`src/hw/pe_ctrl_pkg.sv`:
```
`default_nettype none

package pe_ctrl_pkg;

	localparam int num_lanes = 16;
	localparam int dw_group = 5;
	localparam int dw_taps = 3;

	typedef logic [55:0] descriptor_t;
	typedef logic [4:0] dim_t;
	typedef logic [9:0] plane_t;
	typedef logic [15:0] psum_addr_t;

	// low bit of each descriptor field
	localparam int op_lsb = 0;
	localparam int ifmap_w_lsb = 3;
	localparam int ifmap_h_lsb = 8;
	localparam int ifmap_c_lsb = 13;
	localparam int filter_w_lsb = 18;
	localparam int filter_h_lsb = 22;
	localparam int filter_c_lsb = 26;
	localparam int filter_n_lsb = 31;
	localparam int ofmap_w_lsb = 36;
	localparam int ofmap_h_lsb = 41;
	localparam int ofmap_c_lsb = 46;
	localparam int ofmap_n_lsb = 51;

	// opcode field values, 3 bits wide
	localparam logic [2:0] op_dw = 3'd1;
	localparam logic [2:0] op_pw = 3'd2;

	typedef enum logic [1:0] {mode_none = 2'd0, mode_dw = 2'd1, mode_pw = 2'd2} mode_t;

	typedef enum logic [1:0] {layer_idle, layer_build, layer_run, layer_store} layer_state_t;

	typedef enum logic [1:0] {dw_idle, dw_load, dw_run, dw_check} dw_state_t;

	typedef enum logic [1:0] {pw_idle, pw_filter, pw_ifmap} pw_state_t;

endpackage

`default_nettype wire

```
`src/hw/pe_ctrl_if.sv`:
```
`timescale 1ns/100ps
`default_nettype none

// layer sizes and run control from the layer FSM
interface layer_cfg_if;
	import pe_ctrl_pkg::*;

	plane_t ifmap_plane;
	plane_t ofmap_plane;
	dim_t ofmap_c;
	dim_t filter_c;
	dim_t filter_n;
	logic dw_start;
	logic pw_start;
	logic dw_en;
	logic pw_en;

	modport ctrl (
		output ifmap_plane, ofmap_plane, ofmap_c, filter_c, filter_n,
		output dw_start, pw_start, dw_en, pw_en
	);
	modport seq (
		input ifmap_plane, ofmap_plane, ofmap_c, filter_c, filter_n,
		input dw_start, pw_start, dw_en, pw_en
	);
endinterface

// one sequencer's strobes and partial-sum lanes
interface seq_out_if;
	import pe_ctrl_pkg::*;

	logic ifmap_valid;
	logic weight_valid;
	logic [num_lanes-1:0] psum_valid;
	psum_addr_t [num_lanes-1:0] psum_addr;
	logic done;

	modport seq (output ifmap_valid, weight_valid, psum_valid, psum_addr, done);
	modport sel (input ifmap_valid, weight_valid, psum_valid, psum_addr);
endinterface

`default_nettype wire

```
`src/hw/layer_ctrl.sv`:
```
`timescale 1ns/100ps
`default_nettype none

module layer_ctrl (
	input logic clk,
	input logic rst,
	input logic dla_start,
	input pe_ctrl_pkg::descriptor_t transfer_config,
	input logic all_done,
	input logic dw_done,
	input logic pw_done,
	layer_cfg_if.ctrl cfg,
	output pe_ctrl_pkg::mode_t mode,
	output logic store_is
);
	import pe_ctrl_pkg::*;

	layer_state_t state;
	layer_state_t state_nx;
	descriptor_t desc_q;
	logic start_q;
	logic running;
	dim_t ifmap_w;
	dim_t ifmap_h;
	dim_t ofmap_w;
	dim_t ofmap_h;

	always_ff @(posedge clk or posedge rst) begin
		if (rst) begin
			state <= layer_idle;
			desc_q <= '0;
			start_q <= 1'b0;
		end else begin
			state <= state_nx;
			// high in the first run cycle
			start_q <= (state == layer_build);
			if (state == layer_build)
				desc_q <= transfer_config;
		end
	end

	always_comb begin
		state_nx = state;
		case (state)
			layer_idle: if (dla_start) state_nx = layer_build;
			layer_build: state_nx = layer_run;
			// unknown opcodes never finish
			layer_run: if (dw_done || pw_done) state_nx = layer_store;
			layer_store: if (all_done) state_nx = layer_idle;
			default: state_nx = layer_idle;
		endcase
	end

	always_comb begin
		case (desc_q[op_lsb +: $bits(op_dw)])
			op_dw: mode = mode_dw;
			op_pw: mode = mode_pw;
			default: mode = mode_none;
		endcase
	end

	assign ifmap_w = desc_q[ifmap_w_lsb +: $bits(dim_t)];
	assign ifmap_h = desc_q[ifmap_h_lsb +: $bits(dim_t)];
	assign ofmap_w = desc_q[ofmap_w_lsb +: $bits(dim_t)];
	assign ofmap_h = desc_q[ofmap_h_lsb +: $bits(dim_t)];

	assign cfg.ofmap_c = desc_q[ofmap_c_lsb +: $bits(dim_t)];
	assign cfg.filter_c = desc_q[filter_c_lsb +: $bits(dim_t)];
	assign cfg.filter_n = desc_q[filter_n_lsb +: $bits(dim_t)];
	assign cfg.ifmap_plane = plane_t'(ifmap_w) * plane_t'(ifmap_h);
	assign cfg.ofmap_plane = plane_t'(ofmap_w) * plane_t'(ofmap_h);

	assign running = (state == layer_run);
	assign cfg.dw_en = running && (mode == mode_dw);
	assign cfg.pw_en = running && (mode == mode_pw);
	assign cfg.dw_start = cfg.dw_en && start_q;
	assign cfg.pw_start = cfg.pw_en && start_q;

	assign store_is = (state == layer_store);

endmodule

`default_nettype wire

```
`src/hw/dw_seq.sv`:
```
`timescale 1ns/100ps
`default_nettype none

module dw_seq (
	input logic clk,
	input logic rst,
	input logic ifmap_ready,
	input logic ifmap_3_ready,
	input logic weight_ready,
	layer_cfg_if.seq cfg,
	seq_out_if.seq out
);
	import pe_ctrl_pkg::*;

	dw_state_t state;
	dw_state_t state_nx;
	logic [1:0] tap;
	plane_t pixel;
	dim_t base;
	dim_t remain;
	logic hsk;
	logic pixel_end;
	logic group_end;
	logic last_group;
	logic [dw_group-1:0] lane_valid_q;
	psum_addr_t [dw_group-1:0] lane_addr_q;

	assign hsk = (state == dw_run) && ifmap_ready;
	assign pixel_end = hsk && (tap == 2'(dw_taps - 1));
	assign group_end = pixel_end && (pixel == cfg.ofmap_plane - plane_t'(1));
	// six bits so base + group cannot wrap
	assign last_group = ({1'b0, base} + 6'(dw_group)) >= {1'b0, cfg.ofmap_c};
	assign remain = cfg.ofmap_c - base;

	always_comb begin
		state_nx = state;
		case (state)
			dw_idle: if (cfg.dw_start) state_nx = dw_load;
			dw_load: if (ifmap_3_ready && weight_ready) state_nx = dw_run;
			dw_run: begin
				if (group_end && last_group)
					state_nx = dw_idle;
				else if (pixel_end)
					state_nx = dw_check;
			end
			dw_check: state_nx = dw_load;
			default: state_nx = dw_idle;
		endcase
	end

	always_ff @(posedge clk or posedge rst) begin
		if (rst) begin
			state <= dw_idle;
			tap <= '0;
			pixel <= '0;
			base <= '0;
		end else if (!cfg.dw_en) begin
			state <= dw_idle;
			tap <= '0;
			pixel <= '0;
			base <= '0;
		end else begin
			state <= state_nx;
			if (pixel_end)
				tap <= '0;
			else if (hsk)
				tap <= tap + 2'd1;
			if (group_end) begin
				pixel <= '0;
				base <= base + dim_t'(dw_group);
			end else if (pixel_end) begin
				pixel <= pixel + plane_t'(1);
			end
		end
	end

	// lanes registered one cycle after the pixel's last tap
	always_ff @(posedge clk or posedge rst) begin
		if (rst) begin
			lane_valid_q <= '0;
			lane_addr_q <= '0;
		end else begin
			for (int i = 0; i < dw_group; i++) begin
				lane_valid_q[i] <= pixel_end && (dim_t'(i) < remain);
				if (pixel_end)
					lane_addr_q[i] <= (psum_addr_t'(base) + psum_addr_t'(i))
						* psum_addr_t'(cfg.ofmap_plane) + psum_addr_t'(pixel);
			end
		end
	end

	always_comb begin
		out.psum_valid = '0;
		out.psum_addr = '0;
		out.psum_valid[dw_group-1:0] = lane_valid_q;
		out.psum_addr[dw_group-1:0] = lane_addr_q;
	end

	assign out.ifmap_valid = (state == dw_run);
	assign out.weight_valid = group_end;
	assign out.done = group_end && last_group;

endmodule

`default_nettype wire

```
`src/hw/pw_seq.sv`:
```
`timescale 1ns/100ps
`default_nettype none

module pw_seq (
	input logic clk,
	input logic rst,
	input logic ifmap_ready,
	input logic weight_ready,
	layer_cfg_if.seq cfg,
	seq_out_if.seq out
);
	import pe_ctrl_pkg::*;

	localparam dim_t grp = dim_t'(num_lanes);

	pw_state_t state;
	dim_t chan_left;
	dim_t filt_left;
	dim_t next_filt;
	dim_t drain_left;
	plane_t pix_left;
	logic ifmap_valid;
	logic hsk;
	logic pass_end;
	logic more_chan;
	logic more_filt;
	logic done_q;
	logic [num_lanes-1:0] lane_valid_q;
	psum_addr_t [num_lanes-1:0] lane_addr_q;

	function automatic dim_t group_size(dim_t left);
		return (left < grp) ? left : grp;
	endfunction

	assign ifmap_valid = (state == pw_ifmap) && (pix_left != '0);
	assign hsk = ifmap_valid && ifmap_ready;
	// last drain cycle of the pass
	assign pass_end = (state == pw_ifmap) && (pix_left == '0) && (drain_left == dim_t'(1));
	assign more_chan = chan_left > grp;
	assign more_filt = filt_left > grp;
	assign next_filt = filt_left - grp;

	always_ff @(posedge clk or posedge rst) begin
		if (rst) begin
			state <= pw_idle;
			chan_left <= '0;
			filt_left <= '0;
			drain_left <= '0;
			pix_left <= '0;
			done_q <= 1'b0;
		end else if (!cfg.pw_en) begin
			state <= pw_idle;
			chan_left <= '0;
			filt_left <= '0;
			drain_left <= '0;
			pix_left <= '0;
			done_q <= 1'b0;
		end else begin
			done_q <= 1'b0;
			case (state)
				pw_idle: begin
					if (cfg.pw_start) begin
						state <= pw_filter;
						chan_left <= cfg.filter_c;
						filt_left <= cfg.filter_n;
						pix_left <= cfg.ifmap_plane;
						drain_left <= group_size(cfg.filter_n);
					end
				end
				pw_filter: if (weight_ready) state <= pw_ifmap;
				pw_ifmap: begin
					if (pix_left != '0) begin
						if (hsk)
							pix_left <= pix_left - plane_t'(1);
					end else if (!pass_end) begin
						drain_left <= drain_left - dim_t'(1);
					end else begin
						pix_left <= cfg.ifmap_plane;
						// channel groups first, then filter groups
						if (more_chan) begin
							state <= pw_filter;
							chan_left <= chan_left - grp;
							drain_left <= group_size(filt_left);
						end else if (more_filt) begin
							state <= pw_filter;
							chan_left <= cfg.filter_c;
							filt_left <= next_filt;
							drain_left <= group_size(next_filt);
						end else begin
							state <= pw_idle;
							done_q <= 1'b1;
						end
					end
				end
				default: state <= pw_idle;
			endcase
		end
	end

	// lane 0 follows the handshake, lane i trails lane i-1 by a cycle
	always_ff @(posedge clk or posedge rst) begin
		if (rst) begin
			lane_valid_q <= '0;
			lane_addr_q <= '0;
		end else if (!cfg.pw_en) begin
			lane_valid_q <= '0;
			lane_addr_q <= '0;
		end else begin
			lane_valid_q <= {lane_valid_q[num_lanes-2:0], hsk};
			for (int i = 0; i < num_lanes; i++) begin
				if (cfg.pw_start)
					lane_addr_q[i] <= psum_addr_t'(i) * psum_addr_t'(cfg.ifmap_plane);
				else if (lane_valid_q[i])
					lane_addr_q[i] <= lane_addr_q[i] + psum_addr_t'(1);
			end
		end
	end

	assign out.ifmap_valid = ifmap_valid;
	assign out.weight_valid = pass_end;
	assign out.psum_valid = lane_valid_q;
	assign out.psum_addr = lane_addr_q;
	assign out.done = done_q;

endmodule

`default_nettype wire

```
`src/hw/lane_select.sv`:
```
`timescale 1ns/100ps
`default_nettype none

module lane_select (
	input pe_ctrl_pkg::mode_t mode,
	seq_out_if.sel dw,
	seq_out_if.sel pw,
	output logic ifmap_valid,
	output logic weight_valid,
	output logic [pe_ctrl_pkg::num_lanes-1:0] psum_valid,
	output pe_ctrl_pkg::psum_addr_t [pe_ctrl_pkg::num_lanes-1:0] psum_addr
);
	import pe_ctrl_pkg::*;

	always_comb begin
		case (mode)
			mode_dw: begin
				ifmap_valid = dw.ifmap_valid;
				weight_valid = dw.weight_valid;
				psum_valid = dw.psum_valid;
				psum_addr = dw.psum_addr;
			end
			mode_pw: begin
				ifmap_valid = pw.ifmap_valid;
				weight_valid = pw.weight_valid;
				psum_valid = pw.psum_valid;
				psum_addr = pw.psum_addr;
			end
			default: begin
				ifmap_valid = 1'b0;
				weight_valid = 1'b0;
				psum_valid = '0;
				psum_addr = '0;
			end
		endcase
	end

endmodule

`default_nettype wire

```
`src/hw/pe_controller.sv`:
```
`timescale 1ns/100ps
`default_nettype none

module pe_controller (
	input logic clk,
	input logic rst,
	input logic dla_start,
	input pe_ctrl_pkg::descriptor_t transfer_config,
	input logic ifmap_ready,
	input logic ifmap_3_ready,
	input logic weight_ready,
	input logic all_done,
	output logic ifmap_valid,
	output logic weight_valid,
	output logic [pe_ctrl_pkg::num_lanes-1:0] psum_valid,
	output pe_ctrl_pkg::psum_addr_t [pe_ctrl_pkg::num_lanes-1:0] psum_addr,
	output pe_ctrl_pkg::mode_t mode,
	output logic store_is
);

	layer_cfg_if i_cfg ();
	seq_out_if i_dw_out ();
	seq_out_if i_pw_out ();

	layer_ctrl i_layer_ctrl (
		.clk(clk),
		.rst(rst),
		.dla_start(dla_start),
		.transfer_config(transfer_config),
		.all_done(all_done),
		.dw_done(i_dw_out.done),
		.pw_done(i_pw_out.done),
		.cfg(i_cfg.ctrl),
		.mode(mode),
		.store_is(store_is)
	);

	dw_seq i_dw_seq (
		.clk(clk),
		.rst(rst),
		.ifmap_ready(ifmap_ready),
		.ifmap_3_ready(ifmap_3_ready),
		.weight_ready(weight_ready),
		.cfg(i_cfg.seq),
		.out(i_dw_out.seq)
	);

	pw_seq i_pw_seq (
		.clk(clk),
		.rst(rst),
		.ifmap_ready(ifmap_ready),
		.weight_ready(weight_ready),
		.cfg(i_cfg.seq),
		.out(i_pw_out.seq)
	);

	lane_select i_lane_select (
		.mode(mode),
		.dw(i_dw_out.sel),
		.pw(i_pw_out.sel),
		.ifmap_valid(ifmap_valid),
		.weight_valid(weight_valid),
		.psum_valid(psum_valid),
		.psum_addr(psum_addr)
	);

endmodule

`default_nettype wire

```
`config.mk`:
```
export PLATFORM = sky130hd
export DESIGN_NAME = pe_controller
export DESIGN_NICKNAME = d
export VERILOG_FILES = /design/src/hw/pe_ctrl_pkg.sv /design/src/hw/pe_ctrl_if.sv /design/src/hw/layer_ctrl.sv /design/src/hw/dw_seq.sv /design/src/hw/pw_seq.sv /design/src/hw/lane_select.sv /design/src/hw/pe_controller.sv
export SDC_FILE = /design/constraint.sdc
export NUM_CORES = 2
export LEC_CHECK = 0
export BUFFER_PORTS_ARGS = -buffer_cell sky130_fd_sc_hd__buf_4
export CAP_MARGIN = 25
export CORE_ASPECT_RATIO = 0.75
export CORE_MARGIN = 4
export CORE_UTILIZATION = 60
export DETAILED_ROUTE_END_ITERATION = 12
export HOLD_SLACK_MARGIN = 0.05
export MAX_ROUTING_LAYER = met4
export PLACE_DENSITY_LB_ADDON = 0.1
export SYNTH_ARGS = -nofsm -noshare
export SYNTH_HDL_FRONTEND = slang
export SYNTH_SLANG_ARGS = --single-unit
```
`constraint.sdc`:
```
create_clock -name clk -period 14.1 [get_ports clk]
set_input_delay 0 -clock clk [delete_from_list [all_inputs] [get_ports clk]]
set_output_delay 0 -clock clk [all_outputs]
set_load 0.02 [all_outputs]
```
## Word level (Yosys, flattened, before mapping)

Index checks and enable logic that the tools add are counted.

| word-level totals | value |
|---|---|
| flip-flop bits (word level) | 458 |
| latch bits | 0 |
| RAM bits | 0 |
| memory bits (read-only) | 0 |
| input port bits | 63 |
| output and inout bits | 277 |
| word-level logic and storage cells | 283 |
| memories kept | 0 |

| operators by class | value |
|---|---|
| $add $sub $neg | 35 |
| $mul | 18 |
| divide/modulo/power cells | 0 |
| $lt $le $gt $ge | 11 |
| eq/ne operators | 51 |
| shifts and indexed selects | 0 |
| muxes and demuxes | 101 |
| bitwise operators | 0 |
| reductions and logical operators | 31 |

Operators by type and width:

| cell | number |
|---|---|
| $mux 16 | 33 |
| $pmux 256 s2 | 1 |
| $add 16x1->16 const B | 16 |
| $mux 256 | 1 |
| $mux 5 | 23 |
| $add 16x10->16 | 5 |
| $mux 10 | 8 |
| $mul 16x10->16 | 4 |
| $mul 4x10->14 const A | 4 |
| $ne 3x2->1 const B | 18 |
| $mul 3x10->13 const A | 4 |
| $mul 2x10->12 const A | 3 |
| $mux 2 | 17 |
| $pmux 16 s2 | 1 |
| $pmux 5 s2 | 3 |
| $ne 3x3->1 const B | 8 |
| $mul 5x5->10 | 2 |
| $pmux 10 s2 | 1 |
| $sub 10x1->10 const B | 2 |
| $logic_and 1x1->1 | 18 |
| $pmux 2 s4 | 2 |
| $lt 5x5->1 const B | 3 |
| $mul 5x10->15 | 1 |
| $eq 2x2->1 const B | 7 |
| 37 further kinds | 62 |

## Depth between registers and ports, before layout

| logic depth | value |
|---|---|
| word-level depth | 9 |
| mapped depth | 30 |
| depth with buffers taken out | 29 |

## By module

From an unflattened synthesis, not the netlist that was laid out.

| second synthesis, totals | value |
|---|---|
| cell total of the unflattened synthesis | 4,983 |
| area, all modules | 42,869.9 sq um |

By module, submodules not included:

| module | times used | cells each | area an instance (sq um) | sequential area each (sq um) |
|---|---|---|---|---|
| pw_seq | 1 | 2,195 | 19,608.8 | 7,507.2 |
| dw_seq | 1 | 1,840 | 16,219.3 | 2,502.4 |
| lane_select | 1 | 642 | 3,757.4 | 0.0 |
| layer_ctrl | 1 | 306 | 3,284.4 | 1,026.0 |

## Least setup slack after synthesis

OpenSTA, ideal clock, no wires.

| timing path | value |
|---|---|
| path kind | register to register |
| from | reg i_layer_ctrl.desc_q[36] |
| to | reg i_dw_seq.lane_addr_q, in the netlist i_dw_seq.out.psum_addr[79] |
| library setup time | 0.133 ns |
| arrival | 7.397 ns |
| required time | 13.967 ns |
| path slack | 6.570 ns |
| cell stages (with the launch flop) | 28 |
| path buffers | 0 |
| clock period less this slack | 7.530 ns |
| cell sequence | dfrtp_1 > nand2_1 > fa_1 > fa_1 > fa_1 > inv_1 > ha_1 > o21a_1 > a211o_1 > a21o_2 > a21oi_1 > xnor2_1 > nand2b_1 > inv_1 > fa_1 > inv_1 > fa_1 > fa_1 > fa_1 > inv_1 > ha_1 > a21oi_1 > nor2b_1 > a41o_1 > o41ai_1 > o21ai_0 > xnor2_1 > o21ai_0 |

| on the way | value |
|---|---|
| word-level cells in the longest chain between the ends | 3 |

RTL lines:

| what | RTL line | RTL |
|---|---|---|
| from (decl) | layer_ctrl.sv:20 | `descriptor_t desc_q;` |
| from (signal assigned) | layer_ctrl.sv:38 | `desc_q <= transfer_config;` |
| $mul 5x5->10 | layer_ctrl.sv:71 | `assign cfg.ofmap_plane = plane_t'(ofmap_w) * plane_t'(ofmap_h);` |
| $mul 16x10->16 | dw_seq.sv:87 | `* psum_addr_t'(cfg.ofmap_plane) + psum_addr_t'(pixel);` |
| $add 16x10->16 | dw_seq.sv:87 |  |
| to (signal, indexed assignment) | dw_seq.sv:86 | `lane_addr_q[i] <= (psum_addr_t'(base) + psum_addr_t'(i))` |
| to (decl) | dw_seq.sv:26 | `psum_addr_t [dw_group-1:0] lane_addr_q;` |

No other way between the ends.
A chain may end at the register's enable or synchronous reset.

## Worst setup path in the final report

Ends and elaborated chain as after synthesis.

==> summary.txt <==
Outcome
  • Status: completed

GRT
  • Global Route Usage Sum: 34.72%
  • First-pass GRT wire length: 187200 um
  • Total gr overflow: 0
  • Vias in the first global route: 32137
  • Initial antenna violation count: 3
  • Largest net degree at the start of global routing: 129

Logic synthesis
  • Sequential fraction of the synthesis area: between 20% and 30%
  • Asr flop ratio synth: 100.0%
  • Post-synthesis simple-gate area fraction: 20.84%
  • Share of the synthesized area in the top cell type: roughly 28%
  • Compound-Gate Fraction of Synth Area: 13.14%
  • Yosys cell types: 80
  • Largest cells by area after synthesis: dfrtp_1 28%, fa_1 13%, ha_1 11%
  • Post-synthesis mux area share: 1.523%
  • Ys flop type: dfrtp_1
  • Ys Warns: 0
  • Synth Net Count: 5153
  • Synth area leader: dfrtp_1
  • Yosys reg bits: 441
  • Average size of a mapped cell: 8.784 um2
  • Cells after synthesis: ~4500
  • Main combinational cell family by area after synthesis: adder cells
  • Number of synthesized flops with an enable pin: 0
  • Synthesized area: 0.03961 mm2
  • XOR/XNOR share of the synthesized area: roughly 7.8%
  • Synth Area in Adders: a little under a quarter

Power
  • Pwr Density: slightly below 60 mW/mm2
  • Worst VDD drop: 0.00009451 V
  • Leakage: about 0.021 uW

STA
  • Setup_tns: 0 ns
  • Fin worst setup slack: between 5 and 6 ns
  • Final min period: 8.583 ns
  • Worst slew margin: 26.88%
  • Clock skew: 0.01933 ns
  • Fmax: 116.5 MHz
  • Slew @ Worst Pin: 1.089 ns
  • Hold Fails Final Rpt: 0
  • # setup viols final: 0
  • Fin crit share: 60.87%
  • RSZ-0062 raised after global routing: no
  • Slew Viols, Final: 0

Setup path
  • R2R setup slack: 5.52 ns
  • FF-to-FF End: i_dw_seq.out.psum_addr[79]$_DFFE_PP0P_
  • R2R cell count: 28
  • Crit end category: flip-flop
  • Worst reg2reg path startpoint: i_layer_ctrl.desc_q[36]$_DFFE_PP0P_
  • CP max FO: 24
  • Data required, critical path: 14.56 ns
  • Critical path's top delay family: adder cells
  • CP max-delay cell: dfrtp_1
  • CP most frequent cell: fa_1
  • Worst EP arrival: between 9 and 10 ns
  • Largest stage delay, worst path: between 0.5 and 0.6 ns
  • Setup crit start kind: flip-flop
  • Critical path class: reg2reg
  • Crit path from: i_layer_ctrl.desc_q[36]$_DFFE_PP0P_
  • CP Buf/Inv Count: 5
  • CP Depth: 28
  • Critical Path Sink: i_dw_seq.out.psum_addr[79]$_DFFE_PP0P_

Final layout
  • Fraction of layout cells with a size suffix above 1: 11.42%
  • # nets final: 5425
  • Layout area overhead: 13.66%
  • Final core utilization: 68.98%

Drt
  • DR WL/cell: 21.20 um
  • TritonRoute pass-1 iters: 6
  • Vias: between 30000 and 40000
  • DRC: 0
  • Initial DRC count: 3754
  • Via-per-instance ratio: 5.966
  • Post-DRT Antenna Nets: 0
  • Routed WL: 120600 um

Floorplanning
  • Die Y: 230.5 um
  • DIE AREA: 0.07023 mm2
  • Row count: 81
  • Die width: 304.7 um
  • Initial Util: roughly three fifths
  • # IOs: 340
  • Core area: between 0.06 and 0.07 mm2

Placed design
  • Dpl hpwl: 89590 um
  • GP Congestion: 0.9847
  • Place WS: 5.497 ns
  • Port bufs: ~320

Clocking
  • Clk_lat worst skew: 0.61 ns
  • Root Driver: clkbuf_16
  • Clock Path Buffers: 3
  • CTS Buf Count: between 40 and 50
  • Clock-pin transition on the worst setup and hold timing paths: approximately 0.07 ns
  • TritonCTS clock tree: built
  • H-tree Lvls: 2
  • # clock sinks: 441
  • Setup bufs post-CTS: 0

Flow run
  • Max-Cap Viols: 0

Worst hold path
  • Min-Delay Path Class: in2async
-- layout by cell type (no fill, tap or decap), types with 84 or more instances in the layout --
master / instances
a21oi_1: 273
and2_1: 248
and3_1: 103
buf_4: 380
dfrtp_1: 440
fa_1: 248
ha_1: 329
inv_1: 382
nand2_1: 417
nand3_1: 84
nor2_1: 378
nor2b_1: 115
o21ai_0: 185
xnor2_1: 166
xor2_1: 176
-- worst min-delay path by stage --
stage	from	end	slack [ns]	depth (start not counted)
final	rst	i_layer_ctrl.desc_q[38]$_DFFE_PP0P_	0.09	3
after global routing	transfer_config[1]	i_layer_ctrl.desc_q[1]$_DFFE_PP0P_	0.18	3
after CTS	rst	i_layer_ctrl.desc_q[41]$_DFFE_PP0P_	0.14	3
after detailed placement	rst	i_layer_ctrl.desc_q[41]$_DFFE_PP0P_	0.21	2
after global placement	transfer_config[46]	i_layer_ctrl.desc_q[46]$_DFFE_PP0P_	0.21	3
after floorplan	transfer_config[46]	i_layer_ctrl.desc_q[46]$_DFFE_PP0P_	0.12	2
-- synthesized netlist by cell type (115+ instances only) --
master and number:
and2_1 248, xor2_1 177, o21ai_0 187, nor2_1 378, xnor2_1 170, clkbuf_1 172
ha_1 333, dfrtp_1 441, nand2_1 419, inv_1 384, nor2b_1 115, a21oi_1 274
fa_1 248
-- logic make-up after synthesis --
| group | Yosys count |
|---|---|
| AO/OA/AOI/OAI | 844 |
| buffers and inverters | 594 |
| flip-flops | 441 |
| adder cells (fa/ha/maj) | 581 |
| AND/OR/NAND/NOR | 1644 |
| XOR/XNOR | 349 |
| multiplexers | 56 |
-- sequential cells by signal (all words and copies together), names as in the netlist --
name,flops
i_pw_seq.out.psum_addr,256
i_pw_seq.out.done,1
i_dw_seq.tap,2
i_pw_seq.out.psum_valid,16
i_layer_ctrl.desc_q,38
i_dw_seq.lane_valid_q,5
i_dw_seq.pixel,10
i_layer_ctrl.start_q,1
i_dw_seq.base,5
i_pw_seq.filt_left,5
i_pw_seq.pix_left,10
i_layer_ctrl.state,2
i_pw_seq.drain_left,5
i_dw_seq.state,2
i_pw_seq.state,2
i_dw_seq.out.psum_addr,76
i_pw_seq.chan_left,5
-- repair_timing --
| item | 4_1_cts | 5_1_grt |
|---|---|---|
| hold endpoints to repair | 158 | 0 |
| hold buffers | 45 | 0 |
| gates resized for setup | 0 | 0 |
-- power by group --
group          internal [uW]  leakage [uW]  switching [uW]
clock network            805      0.000826             566
registers               1270       0.00613               0
logic                   18.2        0.0143            30.5
-- cell type report --
type | count | area (um2)
multi-input cells | 3474 | 26370
fillers | 5262 | 20250
flip-flops and latches | 441 | 11040
repair buffers | 429 | 3368
inverters | 389 | 1470
clock buffers | 60 | 1304
well taps | 871 | 1090
clock inverters | 23 | 372.9
diodes | 2 | 5.005
-- worst reg2reg max path: cells and delay by family, from the launching register on --
family	cells	cell delay (ns)
AOI/OAI and AO/OA	9	2.09
xor gates and xnor gates	2	0.35
adders and majority gates	9	4.33
buffers and inverters	5	0.59
DFF	1	0.55
and+or+nand+nor	3	0.54
-- per-stage QoR --
stage / power, uW / cell area [um2] / instances / hold WS (ns)
floorplan: 1308 / 39610 / 4509 / 0.1210
global placement: 1327 / 42810 / 5554 / 0.2081
detailed placement: 1327 / 42820 / 5556 / 0.2116
CTS: 2694 / 44950 / 5684 / 0.1418
global route: 2755 / 45020 / 5688 / 0.1787
finish: 2684 / 45020 / 5689 / 0.09081
-- metal layers --
layer	routed length [um]	vias up	track usage [%]
li1	-	15715	-
met1	54700	16415	52.77
met2	48620	1650	46.63
met3	14890	160	9.346
met4	2409	0	6.546
met5	0	-	-
Power figures use the tool's default switching activity.
